**src/common/axi_upsizer_cfg.svh**
```systemverilog
// axi upsizer configuration: bus widths, size codes and the burst merge switch
`ifndef AXI_UPSIZER_CFG_SVH
`define AXI_UPSIZER_CFG_SVH

// address and id
`define AXI_UP_ADDR_W 32
`define AXI_UP_ID_W 4

// 32-bit slave side, 128-bit master side
`define AXI_UP_S_DATA_W 32
`define AXI_UP_M_DATA_W 128
`define AXI_UP_S_STRB_W 4
`define AXI_UP_M_STRB_W 16
`define AXI_UP_SEG_COUNT 4

// axsize codes of the two buses
`define AXI_UP_S_SIZE 2
`define AXI_UP_M_SIZE 4

// merge full-size incr bursts into wide beats when awcache allows it
`define AXI_UP_CONVERT_BURST 1

`endif
```
**src/common/axi_upsizer_pkg.sv**
```systemverilog
// axi upsizer package with the vector types and the controller state encoding
`include "axi_upsizer_cfg.svh"

package axi_upsizer_pkg;

    typedef logic [`AXI_UP_ADDR_W-1:0] addr_t;
    typedef logic [`AXI_UP_ID_W-1:0] id_t;

    // one word on each side of the adapter
    typedef logic [`AXI_UP_S_DATA_W-1:0] s_data_t;
    typedef logic [`AXI_UP_S_STRB_W-1:0] s_strb_t;
    typedef logic [`AXI_UP_M_DATA_W-1:0] m_data_t;
    typedef logic [`AXI_UP_M_STRB_W-1:0] m_strb_t;

    // aw attributes
    typedef logic [7:0] len_t;
    typedef logic [2:0] size_t;
    typedef logic [1:0] burst_t;
    typedef logic [3:0] cache_t;
    typedef logic [2:0] prot_t;

    typedef logic [1:0] resp_t;

    // slave segment inside a wide beat
    typedef logic [$clog2(`AXI_UP_SEG_COUNT)-1:0] seg_t;

    typedef enum logic [1:0] {
        st_idle,
        st_pass,
        st_merge,
        st_resp
    } ctrl_state_t;

endpackage

```
**src/axi_upsizer/axi_upsizer_top.sv**
```systemverilog
// axi upsizer top: 32-bit axi4 write slave to 128-bit axi4 write master
`include "axi_upsizer_cfg.svh"

module axi_upsizer_top
    import axi_upsizer_pkg::*;
(
    input  logic    clk,
    input  logic    rst,

    input  id_t     s_awid,
    input  addr_t   s_awaddr,
    input  len_t    s_awlen,
    input  size_t   s_awsize,
    input  burst_t  s_awburst,
    input  cache_t  s_awcache,
    input  prot_t   s_awprot,
    input  logic    s_awvalid,
    output logic    s_awready,
    input  s_data_t s_wdata,
    input  s_strb_t s_wstrb,
    input  logic    s_wlast,
    input  logic    s_wvalid,
    output logic    s_wready,
    output id_t     s_bid,
    output resp_t   s_bresp,
    output logic    s_bvalid,
    input  logic    s_bready,

    output addr_t   m_awaddr,
    output len_t    m_awlen,
    output size_t   m_awsize,
    output burst_t  m_awburst,
    output cache_t  m_awcache,
    output prot_t   m_awprot,
    output logic    m_awvalid,
    input  logic    m_awready,
    output m_data_t m_wdata,
    output m_strb_t m_wstrb,
    output logic    m_wlast,
    output logic    m_wvalid,
    input  logic    m_wready,
    input  resp_t   m_bresp,
    input  logic    m_bvalid,
    output logic    m_bready
);

    // wide data, strobe and last in one payload
    localparam int buf_w = `AXI_UP_M_DATA_W + `AXI_UP_M_STRB_W + 1;

    logic    beat_en;
    logic    merge;
    seg_t    seg;
    logic    buf_last;
    logic    buf_valid;
    logic    ready_early;
    m_data_t pack_data;
    m_strb_t pack_strb;

    logic [buf_w-1:0] buf_in;
    logic [buf_w-1:0] buf_out;

    axi_upsizer_ctrl i_axi_upsizer_ctrl (.*);

    axi_upsizer_pack i_axi_upsizer_pack (
        .clk       (clk),
        .beat_en   (beat_en),
        .merge     (merge),
        .flush     (buf_valid),
        .seg       (seg),
        .wdata     (s_wdata),
        .wstrb     (s_wstrb),
        .pack_data (pack_data),
        .pack_strb (pack_strb)
    );

    assign buf_in = {pack_data, pack_strb, buf_last};

    skid_buf #(
        .WIDTH (buf_w)
    ) i_skid_buf (
        .clk         (clk),
        .rst         (rst),
        .in_payload  (buf_in),
        .in_valid    (buf_valid),
        .ready_early (ready_early),
        .out_payload (buf_out),
        .out_valid   (m_wvalid),
        .out_ready   (m_wready)
    );

    assign m_wdata = buf_out[buf_w-1 -: `AXI_UP_M_DATA_W];
    assign m_wstrb = buf_out[`AXI_UP_M_STRB_W:1];
    assign m_wlast = buf_out[0];

endmodule

```
**src/axi_upsizer/axi_upsizer_pack.sv**
```systemverilog
// axi upsizer packer: accumulates merged wide beats and steers narrow beats to their lanes
`include "axi_upsizer_cfg.svh"

module axi_upsizer_pack
    import axi_upsizer_pkg::*;
(
    input  logic    clk,
    input  logic    beat_en,
    input  logic    merge,
    input  logic    flush,
    input  seg_t    seg,
    input  s_data_t wdata,
    input  s_strb_t wstrb,
    output m_data_t pack_data,
    output m_strb_t pack_strb
);

    m_data_t data_reg;
    m_strb_t strb_reg;

    m_data_t data_merged;
    m_strb_t strb_merged;
    m_strb_t strb_narrow;

    // current beat laid over the accumulated wide word
    always_comb begin
        data_merged = data_reg;
        strb_merged = strb_reg;
        data_merged[seg*`AXI_UP_S_DATA_W +: `AXI_UP_S_DATA_W] = wdata;
        strb_merged[seg*`AXI_UP_S_STRB_W +: `AXI_UP_S_STRB_W] = wstrb;
    end

    // narrow beats keep only the strobe of the addressed segment
    always_comb begin
        strb_narrow = '0;
        strb_narrow[seg*`AXI_UP_S_STRB_W +: `AXI_UP_S_STRB_W] = wstrb;
    end

    always_ff @(posedge clk) begin
        if (!merge) begin
            // accumulator starts empty for every merged burst
            strb_reg <= '0;
        end else if (beat_en) begin
            data_reg <= data_merged;
            strb_reg <= flush ? '0 : strb_merged;
        end
    end

    always_comb begin
        if (merge) begin
            pack_data = data_merged;
            pack_strb = strb_merged;
        end else begin
            pack_data = {`AXI_UP_SEG_COUNT{wdata}};
            pack_strb = strb_narrow;
        end
    end

endmodule

```
**src/axi_upsizer/axi_upsizer_ctrl.sv**
```systemverilog
// axi upsizer controller: burst fsm, aw translation, address tracking and b return
`include "axi_upsizer_cfg.svh"

module axi_upsizer_ctrl
    import axi_upsizer_pkg::*;
(
    input  logic   clk,
    input  logic   rst,

    input  id_t    s_awid,
    input  addr_t  s_awaddr,
    input  len_t   s_awlen,
    input  size_t  s_awsize,
    input  burst_t s_awburst,
    input  cache_t s_awcache,
    input  prot_t  s_awprot,
    input  logic   s_awvalid,
    output logic   s_awready,

    input  logic   s_wlast,
    input  logic   s_wvalid,
    output logic   s_wready,

    output id_t    s_bid,
    output resp_t  s_bresp,
    output logic   s_bvalid,
    input  logic   s_bready,

    output addr_t  m_awaddr,
    output len_t   m_awlen,
    output size_t  m_awsize,
    output burst_t m_awburst,
    output cache_t m_awcache,
    output prot_t  m_awprot,
    output logic   m_awvalid,
    input  logic   m_awready,

    input  resp_t  m_bresp,
    input  logic   m_bvalid,
    output logic   m_bready,

    output logic   beat_en,
    output logic   merge,
    output seg_t   seg,
    output logic   buf_last,
    output logic   buf_valid,
    input  logic   ready_early
);

    localparam int seg_shift = $clog2(`AXI_UP_SEG_COUNT);

    ctrl_state_t state_reg, state_next;

    logic s_awready_reg, s_awready_next;
    logic s_wready_reg, s_wready_next;
    logic s_bvalid_reg, s_bvalid_next;
    logic m_awvalid_reg, m_awvalid_next;
    logic m_bready_reg, m_bready_next;

    id_t   id_reg;
    addr_t addr_reg;
    len_t  burst_reg;
    size_t size_reg;
    id_t   s_bid_reg;
    resp_t s_bresp_reg;

    addr_t  m_awaddr_reg;
    len_t   m_awlen_reg;
    size_t  m_awsize_reg;
    burst_t m_awburst_reg;
    cache_t m_awcache_reg;
    prot_t  m_awprot_reg;

    logic  aw_fire;
    logic  b_fire;
    logic  aw_merge;
    len_t  merge_len;
    addr_t addr_inc;
    logic  wide_cross;

    assign aw_fire = s_awready_reg && s_awvalid;
    assign b_fire = m_bready_reg && m_bvalid;
    assign beat_en = s_wready_reg && s_wvalid;

    // full-size modifiable bursts are merged into wide beats
    assign aw_merge = (`AXI_UP_CONVERT_BURST != 0) && s_awcache[1]
        && (s_awsize == size_t'(`AXI_UP_S_SIZE));
    assign merge_len = (s_awlen + len_t'(s_awaddr[`AXI_UP_M_SIZE-1:`AXI_UP_S_SIZE]))
        >> seg_shift;

    assign addr_inc = addr_reg + (addr_t'(1) << size_reg);
    assign wide_cross = addr_inc[`AXI_UP_M_SIZE] != addr_reg[`AXI_UP_M_SIZE];

    assign seg = addr_reg[`AXI_UP_M_SIZE-1:`AXI_UP_S_SIZE];
    assign merge = state_reg == st_merge;
    assign buf_last = s_wlast;

    // a merged wide beat leaves when the next address starts a new wide word
    always_comb begin
        case (state_reg)
            st_pass:  buf_valid = beat_en;
            st_merge: buf_valid = beat_en && (wide_cross || burst_reg == '0);
            default:  buf_valid = 1'b0;
        endcase
    end

    always_comb begin
        state_next = state_reg;
        s_awready_next = 1'b0;
        s_wready_next = 1'b0;
        s_bvalid_next = s_bvalid_reg && !s_bready;
        m_awvalid_next = m_awvalid_reg && !m_awready;
        m_bready_next = 1'b0;

        case (state_reg)
            st_idle: begin
                s_awready_next = !m_awvalid_reg;
                if (aw_fire) begin
                    s_awready_next = 1'b0;
                    s_wready_next = ready_early;
                    m_awvalid_next = 1'b1;
                    state_next = aw_merge ? st_merge : st_pass;
                end
            end
            st_pass: begin
                s_wready_next = ready_early;
                if (beat_en && s_wlast) begin
                    s_wready_next = 1'b0;
                    m_bready_next = !s_bvalid_reg;
                    state_next = st_resp;
                end
            end
            st_merge: begin
                s_wready_next = ready_early;
                if (beat_en && burst_reg == '0) begin
                    s_wready_next = 1'b0;
                    m_bready_next = !s_bvalid_reg;
                    state_next = st_resp;
                end
            end
            default: begin
                m_bready_next = !s_bvalid_reg;
                if (b_fire) begin
                    m_bready_next = 1'b0;
                    s_bvalid_next = 1'b1;
                    s_awready_next = !m_awvalid_reg;
                    state_next = st_idle;
                end
            end
        endcase
    end

    always_ff @(posedge clk) begin
        if (rst) begin
            state_reg <= st_idle;
            s_awready_reg <= 1'b0;
            s_wready_reg <= 1'b0;
            s_bvalid_reg <= 1'b0;
            m_awvalid_reg <= 1'b0;
            m_bready_reg <= 1'b0;
        end else begin
            state_reg <= state_next;
            s_awready_reg <= s_awready_next;
            s_wready_reg <= s_wready_next;
            s_bvalid_reg <= s_bvalid_next;
            m_awvalid_reg <= m_awvalid_next;
            m_bready_reg <= m_bready_next;
        end
    end

    always_ff @(posedge clk) begin
        if (aw_fire) begin
            id_reg <= s_awid;
            addr_reg <= s_awaddr;
            burst_reg <= s_awlen;
            size_reg <= s_awsize;
            m_awaddr_reg <= s_awaddr;
            m_awlen_reg <= aw_merge ? merge_len : s_awlen;
            m_awsize_reg <= aw_merge ? size_t'(`AXI_UP_M_SIZE) : s_awsize;
            m_awburst_reg <= s_awburst;
            m_awcache_reg <= s_awcache;
            m_awprot_reg <= s_awprot;
        end else if (beat_en) begin
            addr_reg <= addr_inc;
            burst_reg <= burst_reg - 1'b1;
        end

        if (b_fire) begin
            s_bid_reg <= id_reg;
            s_bresp_reg <= m_bresp;
        end
    end

    assign s_awready = s_awready_reg;
    assign s_wready = s_wready_reg;
    assign s_bid = s_bid_reg;
    assign s_bresp = s_bresp_reg;
    assign s_bvalid = s_bvalid_reg;

    assign m_awaddr = m_awaddr_reg;
    assign m_awlen = m_awlen_reg;
    assign m_awsize = m_awsize_reg;
    assign m_awburst = m_awburst_reg;
    assign m_awcache = m_awcache_reg;
    assign m_awprot = m_awprot_reg;
    assign m_awvalid = m_awvalid_reg;
    assign m_bready = m_bready_reg;

endmodule

```
**src/hw/skid_buf.sv**
```systemverilog
// skid buffer: output register with a temp register behind it and a registered input ready
module skid_buf #(
    parameter int WIDTH = 8
) (
    input  logic             clk,
    input  logic             rst,

    input  logic [WIDTH-1:0] in_payload,
    input  logic             in_valid,
    output logic             ready_early,

    output logic [WIDTH-1:0] out_payload,
    output logic             out_valid,
    input  logic             out_ready
);

    logic [WIDTH-1:0] out_reg;
    logic [WIDTH-1:0] temp_reg;

    logic in_ready_reg;
    logic out_valid_reg, out_valid_next;
    logic temp_valid_reg, temp_valid_next;

    logic store_in_to_out;
    logic store_in_to_temp;
    logic store_temp_to_out;

    // ready next cycle unless the temp register could fill up
    assign ready_early = out_ready | (~temp_valid_reg & (~out_valid_reg | ~in_valid));

    always_comb begin
        out_valid_next = out_valid_reg;
        temp_valid_next = temp_valid_reg;
        store_in_to_out = 1'b0;
        store_in_to_temp = 1'b0;
        store_temp_to_out = 1'b0;

        if (in_ready_reg) begin
            if (out_ready | ~out_valid_reg) begin
                out_valid_next = in_valid;
                store_in_to_out = 1'b1;
            end else begin
                // output stalled, park the beat in temp
                temp_valid_next = in_valid;
                store_in_to_temp = 1'b1;
            end
        end else if (out_ready) begin
            out_valid_next = temp_valid_reg;
            temp_valid_next = 1'b0;
            store_temp_to_out = 1'b1;
        end
    end

    always_ff @(posedge clk) begin
        if (rst) begin
            in_ready_reg <= 1'b0;
            out_valid_reg <= 1'b0;
            temp_valid_reg <= 1'b0;
        end else begin
            in_ready_reg <= ready_early;
            out_valid_reg <= out_valid_next;
            temp_valid_reg <= temp_valid_next;
        end
    end

    always_ff @(posedge clk) begin
        if (store_in_to_out) begin
            out_reg <= in_payload;
        end else if (store_temp_to_out) begin
            out_reg <= temp_reg;
        end

        if (store_in_to_temp) begin
            temp_reg <= in_payload;
        end
    end

    assign out_payload = out_reg;
    assign out_valid = out_valid_reg;

endmodule

```
**config.mk**
```make
export PLATFORM = sky130hd
export DESIGN_NAME = axi_upsizer_top
export DESIGN_NICKNAME = d
export VERILOG_FILES = /design/src/common/axi_upsizer_pkg.sv /design/src/axi_upsizer/axi_upsizer_top.sv /design/src/axi_upsizer/axi_upsizer_pack.sv /design/src/axi_upsizer/axi_upsizer_ctrl.sv /design/src/hw/skid_buf.sv
export VERILOG_INCLUDE_DIRS = /design/src /design/src/common
export SDC_FILE = /design/constraint.sdc
export NUM_CORES = 1
export LEC_CHECK = 0
export ABC_CLOCK_PERIOD_IN_PS = 13600
export BUFFER_PORTS_ARGS = -buffer_cell sky130_fd_sc_hd__buf_2
export CAP_MARGIN = 20
export CORE_UTILIZATION = 45
export CTS_CLUSTER_DIAMETER = 120
export DETAILED_ROUTE_END_ITERATION = 10
export HOLD_SLACK_MARGIN = 0.02
export PLACE_DENSITY = 0.69
export SETUP_SLACK_MARGIN = 0.2
export SLEW_MARGIN = 20
export SYNTH_ARGS = -nofsm -noshare
export SYNTH_HDL_FRONTEND = slang
export SYNTH_SLANG_ARGS = --single-unit
```
**constraint.sdc**
```tcl
create_clock -name clk -period 13.6 [get_ports clk]
set_clock_uncertainty 0.1 [all_clocks]
set_input_delay 2.72 -clock clk [delete_from_list [all_inputs] [get_ports clk]]
set_output_delay 2.72 -clock clk [all_outputs]
set_load 0.01 [all_outputs]
```
After elaboration in Yosys (flattened, before gate mapping). Index checks and enable logic that the tools add are counted. Widths: inputs -> output; s select.

Register bits after elaboration: 549. Bits in latches: 0. Memory bits (writable): 0. Bits in read-only memories: 0. Input port bits: 103. Output and inout bits: 209. Word-level logic and storage cells: 125. Memories kept: 0.

$add $sub $neg: 5. Multiply operators: 0. Div/mod/pow operators: 0. Order comparisons: 0. Equal/unequal tests: 9. Shifts and indexed selects: 5. Muxes and demuxes: 46. Bitwise gates (word level): 8. Reduce and logical (&&, ||, !) cells: 26.

Operator list (number): $mux 145 (2); $bwmux 128 (1); $mux 128 (1); $shift 32x34->128 const A (1); $shiftx 32x34->128 (1); $mux 32 (2); $neg 4->34 (1); $neg 7->34 (1); $shift 4x34->16 const A (1); $shiftx 4x34->16 (1); $add 32x32->32 (1); $mux 16 (2); $shl 1x3->32 const A (1); $mux 1 (24); $and 16x16->16 (1); $bwmux 16 (1); $mux 8 (2); $mux 2 (5); $logic_and 1x1->1 (9); $add 8x2->8 (1); $logic_not 8->1 (1); $sub 8x1->8 const B (1); $mux 6 (1); $ne 2x2->1 const B (3); other kinds (20) (34).

Longest topological paths before layout. Gate-level depths: netlist of run 1.

Depth in word-level cells: 12. Mapped depth: 9. Depth with buffers taken out: 8.

Cells and area by module. From an unflattened synthesis of run 1, not the netlist that was laid out.

Cells, all modules: 1313. Area total of the unflattened synthesis: 22527.9 um^2.

By module, submodules not included: skid_buf (times used 1, cells each 468, area an instance 11324.6 um^2, seq. area each 8768.4 um^2); axi_upsizer_pack (times used 1, cells each 610, area an instance 7761.2 um^2, seq. area each 4164.0 um^2); axi_upsizer_ctrl (times used 1, cells each 235, area an instance 3442.1 um^2, seq. area each 2452.4 um^2).

Worst setup path before layout of run 1. Ideal clock, no wire load.

Path type: register to register. Start: register i_skid_buf.in_ready_reg. End: register i_skid_buf.out_reg[0], in the netlist i_skid_buf.out_payload[0], enable pin. Setup time: 0.850 ns. Data arrival time: 10.693 ns. Required time: 12.650 ns. Path slack: 1.958 ns. Stages on the path, launching flop included: 4. Buffers on the path: 1. Clock period less this slack: 11.642 ns. Path through: dfxtp_1 clkbuf_1 inv_1 o21ai_0.

Cells in the longest elaborated chain, start to end: 2. Elaborated cells on any way between the ends: 3. Classes of those cells: mux (2); reduce/logical (1).

RTL lines: start, declared (line skid_buf.sv:20) `logic in_ready_reg;`; start signal, assigned (line skid_buf.sv:60) `in_ready_reg <= ready_early;`; $mux 1 (line skid_buf.sv:38) `if (in_ready_reg) begin`; $reduce_bool 2->1 (no source line) (*); end signal, assigned (line skid_buf.sv:68) `out_reg <= in_payload;`; end signal, assigned (line skid_buf.sv:70) `out_reg <= temp_reg;`; end, declared (line skid_buf.sv:17) `logic [WIDTH-1:0] out_reg;`.

Every way passes the cells marked *; elsewhere a longest branch is shown, timed or not. A chain may end at the register's enable or synchronous reset.

Worst setup path in the final report of run 1.
Start: input s_wvalid. End: register i_axi_upsizer_pack.strb_reg[14].

Cells in the longest elaborated chain, start to end: 4.

RTL lines: start, declared (line axi_upsizer_top.sv:22) `input logic s_wvalid,`; $logic_and 1x1->1 (*) (line axi_upsizer_ctrl.sv:83) `assign beat_en = s_wready_reg && s_wvalid;`; $logic_and 1x1->1 (line axi_upsizer_ctrl.sv:102) `st_merge: buf_valid = beat_en && (wide_cross || burst_reg == '0);`; $pmux 1 s2 (line axi_upsizer_ctrl.sv:100) `case (state_reg)`; $mux 16 (line axi_upsizer_pack.sv:45) `strb_reg <= flush ? '0 : strb_merged;`; end signal, assigned (line axi_upsizer_pack.sv:45); end, declared (line axi_upsizer_pack.sv:19) `m_strb_t strb_reg;`.

Marks and branches as above.

==> out/results.tsv, run 1 <==
stage	metric	value	unit
outcome	status	finished, final reports clean	
timing	setup_slack	8.70	ns
clock_network	insertion_delay	0.61	ns
clock_network	cts-root-buf	clkbuf_16	
critical_path	critPathRequiredTime	14.05	ns
synth	ys_ff_latch	521	
timing	min_period_over_period	36.0	%
timing	max_slew.worst_pin.slew	1.05	ns
placement	pre_cts_ws	8.09	ns
grt	grt_use_met1	26.5	%
grt	grt_use_total	20.2	%
detailed_routing	wl_per_cell	21.5	um
grt	antenna_found_initial	8	
timing	fmax	204	MHz
critical_path	r2r_start	i_axi_upsizer_ctrl.state_reg[0]	
grt	busiest_layer	met2	
synth	yosys.area.top_type	edfxtp_1	
placement	dp_cells	2254	
run	drv_cap	0	
die	die_h	223	um
timing	setup_tns	0	ns
synth	synthDistinctLibCells	55	
critical_path	cp-end-kind	flip-flop	
die	io_pins	312	
pwr	total_power	4.20	mW
detailed_routing	drt_iter0_drc	828	
synth	syn_inst	1427	
pwr	leakagePower	10.1	nW
clock_network	cts_hold_buffers	0	
finish	nFillCells	3927	
critical_path	crit_type	input pin to flip-flop	
clock_network	clk_pin_slew	0.06	ns
grt	grt_pass1_vias	13300	
synth	syn_avg_cell_area	15.4	um2
detailed_routing	drc_errors	0	
die	fp-row-count	80	
finish	layout.cells.non_filler	2363	
finish	area_delta_synth_final	17.8	%
synth	yosysWarnings	0	
critical_path	r2r_slack	9.72	ns
synth	syn_area	0.0220	mm2
synth	synth_area_leaders	edfxtp_1, mux2_2, a22o_1	
synth	ys_seq_area_share	69.9	%
timing	hold-worst-slack	0.324	ns
pwr	p_per_area	162	mW/mm2
detailed_routing	vias	13200	
synth	yosysMostFrequentCell	edfxtp_1	
finish	drive_above_1_share	33.2	%
synth	synth.net_count	1547	
pwr	peakVddDrop	0.111	mV
synth	synth_top_area_share	67.5	%
timing	slew_headroom	30.1	%
clock_network	cts_setup_buffers	0	
synth	post_synth_most_frequent_cells	edfxtp_1, mux2_2, a21o_1, a22o_1, nor2b_1	
clock_network	cts.path.max_buffers	3	
critical_path	critPathLaunch	s_wvalid	
placement	gp_congestion	0.815	
clock_network	cts_tree	yes	
finish	nets	1816	
critical_path	path_max_fanout	67	
timing	finalHoldViolCount	0	
die	start_util	45.9	%
synth	ys.flop_type	edfxtp_1	
critical_path	cp.arrival	5.35	ns
finish	layout.area.seq	0.0154	mm2
clock_network	post_cts_resized	0	
clock_network	htree_num_levels	2	
placement	placed_area	0.0241	mm2
timing	setup_viol	0	
synth	synth-edff-count	495	
detailed_routing	first_pass_iters	5	
die	dieWidth	223	um
grt	grt_pass1_wl	77.2	mm
placement	portBuffers	311	
detailed_routing	via_per_inst	5.59	
detailed_routing	drt_wl_total	50.7	mm
detailed_routing	ant_nets	0	
grt	grt.met2_usage	33.2	%
die	die_area	0.0498	mm2
critical_path	start_kind	input pin	
finish	postLayoutCellArea	0.0259	mm2
clock_network	cts_num_sinks	521	
finish	multi_input_area	0.00615	mm2
min_path	hp-start	i_axi_upsizer_ctrl.id_reg[3]	
synth	synthArstFlopShare	0	%
min_path	hp-class	flip-flop to flip-flop	
die	core	0.0479	mm2
finish	fin_util	54.1	%
timing	drv_slew	0	
grt	gr-total-overflow	0	
grt	grt_use_met3	5.00	%
grt	grt_max_degree	146	
clock_network	numCtsBuffers	55	
timing	min_period	4.90	ns
timing	grt_setup_unrepaired	no	
placement	hpwl	30.9	mm
## report_power, final
group	internal, mW	leakage, nW	switching (mW)
Combinational	0.272	4.32	0.439
Clock	0.900	0.908	0.632
Sequential	1.91	4.88	0.0453
## final timing paths
| check | endpoint | depth (start not counted) |
|---|---|---|
| worst min register to register | i_axi_upsizer_ctrl.s_bid[3] | 0 |
| worst max-delay path | i_axi_upsizer_pack.strb_reg[14] | 7 |
| worst max register to register | i_axi_upsizer_pack.strb_reg[14] | 8 |
| worst min-delay path | i_axi_upsizer_ctrl.s_bid[3] | 0 |
## final cells by class
class                   count  share of cell area, %
flip-flops and latches    521                   59.3
multi-input cells         771                   23.7
repair buffers            322                   6.42
inverters                  25                  0.362
clock inverters            40                   1.59
diodes                      5                 0.0482
well taps                 615                   2.97
clock buffers              64                   5.60
## worst max-delay path: stages
cell      delay, ns
buf_2          0.13
nand2_1        0.12
nor2_4         0.10
buf_4          0.64
buf_4          0.83
a21boi_2       0.42
a32o_1         0.21
## cells in the final DEF, fill, tap and decap left out, drive strengths merged, types with 4 or more instances in the layout
cell type  instances
o21ai             38
buf              322
bufinv             7
a211oi             4
a22o             132
nand2b             8
mux2             147
nor2b            131
clkinv            28
diode              5
nand2             44
a21o             134
xor2               5
nor2              18
clkbuf            64
edfxtp           495
clkinvlp           4
ha                16
nor3               8
inv               26
xnor2              5
dfxtp             26
a21oi             28
nand3              9
and2               4
## kinds of logic after synthesis
kind of cell / after synthesis / synth area share [%]
flip-flops: 521 / 69.9
AO/OA/AOI/OAI: 357 / 12.3
adder cells (fa/ha/maj): 17 / 1.00
buffers and inverters: 135 / 2.55
multiplexers: 149 / 7.61
AND/OR/NAND/NOR: 238 / 6.26
XOR/XNOR: 10 / 0.398
## routing by layer
metal  vias up  routed length [um]
met5         -                  36
met4         6                1150
met3        83                3420
met2       430               24400
met1      6682               21700
li1       6008                   -
(Power assumes the default switching activity.)
==> run 2: changes to the inputs <==
Settings changed: ABC_CLOCK_PERIOD_IN_PS 13600 to 4950.
Clock period 13.6 ns to 4.95 ns, I/O delays scaled along.
==> out/results.tsv, run 2 (same netlist as run 1, synthesis figures left out) <==
stage	metric	value	unit	change
critical_path	crit_type	flip-flop to flip-flop		was input pin to flip-flop
detailed_routing	wl_per_cell	22.1	um	was 21.5 um
finish	drive_above_1_share	32.3	%	was 33.2%
timing	min_period_over_period	69.5	%	
placement	pre_cts_ws	1.49	ns	was 8.09 ns
timing	max_slew.worst_pin.slew	1.18	ns	was 1.05 ns
die	fp-row-count	80		unchanged
clock_network	cts_num_sinks	521		unchanged
critical_path	start_kind	flip-flop		was input pin
pwr	comb_power_share	17.4	%	was 16.9%
timing	min_period	3.44	ns	
timing	finalHoldViolCount	0		unchanged
grt	gr-total-overflow	0		unchanged
pwr	clkPwrFrac	34.5	%	was 36.5%
critical_path	r2r_cells	7		was 8
clock_network	htree_num_levels	2		unchanged
placement	portBuffers	311		unchanged
die	die_h	223	um	unchanged
detailed_routing	vias	13200		about the same
timing	setup_slack	1.51	ns	was 8.70 ns
critical_path	r2r_end	i_skid_buf.out_payload[88]		was i_axi_upsizer_pack.strb_reg[14]
clock_network	insertion_delay	0.61	ns	about the same
clock_network	post_cts_resized	0		unchanged
min_path	hp-class	flip-flop to flip-flop		unchanged
critical_path	critPathRequiredTime	5.33	ns	was 14.05 ns
critical_path	cp_slowest_stage_delay	0.86	ns	was 0.83 ns
clock_network	cts_setup_buffers	0		unchanged
die	start_util	45.9	%	unchanged
grt	antenna_found_initial	5		was 8
min_path	holdPathStages	0		unchanged
finish	layout.cells.non_filler	2356		was 2363
placement	hpwl	31.4	mm	was 30.9 mm
critical_path	crit_slowest_cell	ha_2		was buf_4
die	dieWidth	223	um	unchanged
pwr	p_switching	2.99	mW	was 1.12 mW
outcome	status	finished, final reports clean		unchanged
detailed_routing	drt_iter0_drc	972		was 828
timing	grt_setup_unrepaired	no		unchanged
finish	area_delta_synth_final	17.0	%	was 17.8%
grt	busiest_layer	met2		unchanged
placement	dp_cells	2257		was 2254
grt	grt.met2_usage	34.8	%	was 33.2%
critical_path	r2r_slack	1.51	ns	was 9.72 ns
timing	drv_slew	0		unchanged
grt	grt_use_met1	28.0	%	was 26.5%
detailed_routing	ant_nets	0		unchanged
finish	postLayoutCellArea	0.0258	mm2	was 0.0259 mm2
pwr	peakVddDrop	0.267	mV	was 0.111 mV
pwr	p_per_area	435	mW/mm2	was 162 mW/mm2
grt	grt_pass1_vias	13400		was 13.3k
clock_network	cts_tree	yes		unchanged
finish	layout_commonest_cell	edfxtp_1		unchanged
min_path	hp-start	i_axi_upsizer_ctrl.id_reg[3]		unchanged
clock_network	cts-root-buf	clkbuf_16		unchanged
placement	gp_congestion	0.772		was 0.815
clock_network	clk_pin_slew	0.06	ns	about the same
placement	placed_area	0.0241	mm2	about the same
detailed_routing	drc_errors	0		unchanged
timing	slew_headroom	21.4	%	was 30.1%
timing	setup_tns	0	ns	unchanged
min_path	min_to	i_axi_upsizer_ctrl.s_bid[3]		unchanged
timing	setup_viol	0		unchanged
die	io_pins	312		unchanged
pwr	p_seq_share	48.1	%	was 46.6%
critical_path	path_cells	inv_1 -> ha_2 -> nand2_1 -> nor3_2 -> nand2b_2 -> a22o_1 -> mux2_2		was buf_2 -> nand2_1 -> nor2_4 -> buf_4 -> buf_4 -> a21boi_2 -> a32o_1
die	die_area	0.0498	mm2	unchanged
detailed_routing	via_per_inst	5.62		was 5.59
grt	grt_max_degree	146		unchanged
pwr	internal-power	8.22	mW	was 3.09 mW
timing	fmax	291	MHz	
finish	final_cell_mix	edfxtp_1, buf_2, mux2_2		unchanged
clock_network	numCtsBuffers	54		was 55
critical_path	cp-end-kind	flip-flop		unchanged
critical_path	r2r_start	i_axi_upsizer_ctrl.addr_reg[2]		was i_axi_upsizer_ctrl.state_reg[0]
run	drv_cap	0		unchanged
grt	grt_use_total	21.0	%	was 20.2%
clock_network	cts_hold_buffers	0		unchanged
clock_network	cts.path.max_buffers	3		unchanged
pwr	leakagePower	10.0	nW	was 10.1 nW
pwr	switching_share	26.7	%	was 26.6%
grt	grt_use_met3	4.83	%	was 5.00%
die	core	0.0479	mm2	unchanged
finish	nets	1818		was 1816
critical_path	cp.arrival	3.82	ns	was 5.35 ns
detailed_routing	drt_wl_total	52.2	mm	was 50.7 mm
detailed_routing	first_pass_iters	5		unchanged
grt	grt_pass1_wl	79.4	mm	was 77.2 mm
critical_path	path_max_fanout	34		was 67
[run 2: cell count changes in the layout (fill, tap and decap cells not counted), moves of 3 or more]
cell	previous run	this run
clkbuf_1	6	16
clkinv_2	13	5
diode_2	5	1
bufinv_16	7	4
clkinvlp_4	4	0
clkinv_1	13	17
[run 2: worst max path at each step]
stage                                 end  slack (ns)                            from  depth (start not counted)
4_1_cts        i_skid_buf.out_payload[27]        1.50  i_axi_upsizer_ctrl.addr_reg[2]                          8
6_report       i_skid_buf.out_payload[88]        1.51  i_axi_upsizer_ctrl.addr_reg[2]                          7
3_5_place_dp   i_skid_buf.out_payload[32]        1.49  i_axi_upsizer_ctrl.addr_reg[2]                          8
5_1_grt        i_skid_buf.out_payload[31]        1.34  i_axi_upsizer_ctrl.addr_reg[2]                          8
2_1_floorplan      i_skid_buf.temp_reg[0]        0.98                        m_wready                          3
3_3_place_gp   i_skid_buf.out_payload[43]        1.64  i_axi_upsizer_ctrl.addr_reg[2]                          8
[run 2: area by class of cell]
type | instances | area (um2)
fillers | 3956 | 22200
repair buffers | 325 | 1710
flip-flops and latches | 521 | 15400
multi-input cells | 771 | 6150
clock inverters | 28 | 245
clock buffers | 70 | 1410
well taps | 615 | 769
inverters | 25 | 93.8
diodes | 1 | 2.50
[run 2: stage by stage]
| step | hold slack [ns] | utilization (%) | power [mW] |
|---|---|---|---|
| floorplan | 0.300 | - | 6.77 |
| global placement | 0.302 | 50.3 | 7.38 |
| detailed placement | 0.305 | 50.3 | 7.45 |
| CTS | 0.320 | 53.7 | 11.3 |
| global route | 0.335 | 53.7 | 11.7 |
| finish | 0.322 | 53.7 | 11.2 |
[run 2: per-layer routing]
| metal | up-vias | wire length, um |
|---|---|---|
| met4 | 8 | 922 |
| met1 | 6687 | 22500 |
| met2 | 480 | 24900 |
| met3 | 65 | 3820 |
| met5 | - | 63 |
| li1 | 6002 | - |
[run 2: critical path: cells and delay by family (launching register included)]
family	cells	cell delay, ns
DFF	1	0.52
adders and majority gates	1	0.86
muxes	1	0.17
and+or+nand+nor	3	1.07
AOI/OAI and AO/OA	1	0.32
buffers and inverters	1	0.26
[run 2: power by group through the flow]
stage                     clock, mW  sequential, mW  combinational (mW)
after floorplan                   0            5.55                1.22
after global placement            0            5.49                1.89
after detailed placement          0            5.49                1.96
after CTS                      3.97            5.40                1.96
after global routing           4.12            5.42                2.13
final                          3.87            5.39                1.95
==> run 3: changes to the inputs <==
Settings changed: ABC_CLOCK_PERIOD_IN_PS 4950 to 2900, PLACE_DENSITY 0.69 to 0.72.
Clock period 4.95 ns to 2.9 ns, I/O delays scaled along.
==> out/results.tsv, run 3 (same netlist as run 1, synthesis figures left out) <==
stage	metric	value	unit	change
die	io_pins	312		unchanged
grt	grt_use_total	21.1	%	was 21.0%
clock_network	numCtsBuffers	53		was 54
placement	portBuffers	311		unchanged
die	fp-row-count	80		unchanged
die	die_area	0.0498	mm2	unchanged
clock_network	clk_pin_slew	0.06	ns	about the same
critical_path	cp.arrival	3.01	ns	was 3.82 ns
clock_network	cts.path.max_buffers	3		unchanged
die	die_h	223	um	unchanged
critical_path	path_max_fanout	6		was 34
finish	nets	1862		was 1818
timing	setup_viol	0		unchanged
detailed_routing	drt_iter0_drc	1082		was 972
detailed_routing	drt_wl_total	52.5	mm	was 52.2 mm
critical_path	cp-end-kind	flip-flop		unchanged
detailed_routing	first_pass_iters	5		unchanged
timing	min_period_over_period	88.8	%	was 69.5%
grt	gr-total-overflow	0		unchanged
finish	drive_above_1_share	33.4	%	was 32.3%
grt	grt_pass1_vias	13700		was 13.4k
grt	grt_pass1_wl	80.0	mm	was 79.4 mm
outcome	status	finished, final reports clean		unchanged
critical_path	crit_type	flip-flop to flip-flop		unchanged
die	start_util	45.9	%	unchanged
finish	area_delta_synth_final	19.4	%	was 17.0%
clock_network	insertion_delay	0.59	ns	was 0.61 ns
critical_path	critPathRequiredTime	3.34	ns	was 5.33 ns
clock_network	cts_setup_buffers	0		unchanged
finish	layout_commonest_cell	edfxtp_1		unchanged
finish	fin_util	54.8	%	was 53.7%
pwr	total_power	19.1	mW	was 11.2 mW
timing	grt_setup_unrepaired	yes		was no
timing	fmax	388	MHz	was 291 MHz
detailed_routing	wl_per_cell	21.8	um	was 22.1 um
grt	grt_max_degree	109		was 146
die	core	0.0479	mm2	unchanged
clock_network	htree_num_levels	2		unchanged
critical_path	path_cells	nor3_1 -> ha_1 -> fa_1 -> and3_1 -> a211o_1 -> a211oi_1 -> o21a_1 -> a31o_1		was inv_1 -> ha_2 -> nand2_1 -> nor3_2 -> nand2b_2 -> a22o_1 -> mux2_2
min_path	hp-class	input pin to flip-flop		was flip-flop to flip-flop
finish	final_cell_mix	edfxtp_1, buf_2, mux2_2		unchanged
timing	slew_headroom	42.1	%	was 21.4%
clock_network	cts_tree	yes		unchanged
timing	max_slew.worst_pin.slew	0.869	ns	was 1.18 ns
detailed_routing	via_per_inst	5.59		was 5.62
detailed_routing	ant_nets	0		unchanged
die	dieWidth	223	um	unchanged
critical_path	cp_slowest_stage_delay	0.46	ns	was 0.86 ns
critical_path	crit_slowest_cell	a211oi_1		was ha_2
pwr	peakVddDrop	0.480	mV	was 0.267 mV
detailed_routing	vias	13400		was 13.2k
timing	finalHoldViolCount	0		unchanged
timing	setup_tns	0	ns	unchanged
clock_network	cts_num_sinks	521		unchanged
placement	gp_congestion	0.814		was 0.772
pwr	p_per_area	728	mW/mm2	was 435 mW/mm2
timing	drv_slew	0		unchanged
grt	antenna_found_initial	5		unchanged
clock_network	cts-root-buf	clkbuf_16		unchanged
timing	min_period	2.58	ns	was 3.44 ns
placement	hpwl	32.5	mm	was 31.4 mm
critical_path	start_kind	flip-flop		unchanged
run	drv_cap	0		unchanged
pwr	leakagePower	10.2	nW	was 10.0 nW
detailed_routing	drc_errors	0		unchanged
[run 3: cell count changes in the layout (fill, tap and decap cells not counted), moves of 6 or more]
| cell | change |
|---|---|
| o21ai_1 | +9 |
| o21ai_0 | -9 |
| clkinv_1 | -6 |
| buf_12 | +6 |
| buf_4 | +14 |
| dlygate4sd3_1 | +25 |
[run 3: cell type report]
cell class / count / area (um2)
inverters: 25 / 106
diodes: 4 / 10.0
flip-flops and latches: 521 / 15400
clock inverters: 25 / 190
multi-input cells: 771 / 6200
clock buffers: 73 / 1440
fillers: 3878 / 21700
repair buffers: 370 / 2190
well taps: 615 / 769
[run 3: stage by stage]
| stage | instances | instance area [um2] | setup WS [ns] | hold WS, ns |
|---|---|---|---|---|
| 4_1_cts | 2400 | 26300 | 0.287 | 0.0203 |
| 2_1_floorplan | 1427 | 22100 | -0.541 | 0.300 |
| 5_1_grt | 2401 | 26300 | 0.160 | 0.0257 |
| 6_report | 2404 | 26300 | 0.324 | 0.0594 |
| 3_3_place_gp | 2277 | 24400 | 0.400 | 0.300 |
| 3_5_place_dp | 2277 | 24400 | 0.298 | 0.305 |
[run 3: final timing paths]
kind / slack, ns / to / from / depth (start not counted)
worst min register to register: 0.32 / i_axi_upsizer_ctrl.s_bid[3] / i_axi_upsizer_ctrl.id_reg[3] / 0
worst max register to register: 0.32 / i_axi_upsizer_pack.strb_reg[7] / i_axi_upsizer_ctrl.size_reg[2] / 8
worst max-delay path: 0.32 / i_axi_upsizer_pack.strb_reg[7] / i_axi_upsizer_ctrl.size_reg[2] / 8
worst min-delay path: 0.06 / i_axi_upsizer_ctrl.m_awaddr[24] / s_awaddr[24] / 1
[run 3: repair_timing]
item	4_1_cts	5_1_grt
gates resized for setup	0	5
hold buffers	25	0
endpoints found under the setup margin	0	12
hold endpoints to repair	25	0
[run 3: report_power, final]
| part | switching [mW] | total, mW | leakage, nW | internal (mW) |
|---|---|---|---|---|
| Clock | 2.82 | 6.48 | 0.795 | 3.66 |
| Sequential | 0.216 | 9.19 | 4.88 | 8.98 |
| Combinational | 2.10 | 3.47 | 4.57 | 1.37 |
| Total | 5.14 | 19.1 | 10.2 | 14.0 |
[run 3: metal layers]
metal  vias up  share of wire, %  track usage (%)  wire (um)
li1       6096                 -                -          -
met1      6700                42             28.1      22200
met2       552                48             34.5      25100
met3        93               7.4             4.61       3860
met4         4               2.4             6.54       1280
met5         -             0.046                0         24
[run 3: critical path, delay by kind of cell, from the launching register on]
family,cells,cell delay [ns]
AOI/OAI and AO/OA,4,1.08
and+or+nand+nor,2,0.26
DFF,1,0.45
adders and majority gates,2,0.62
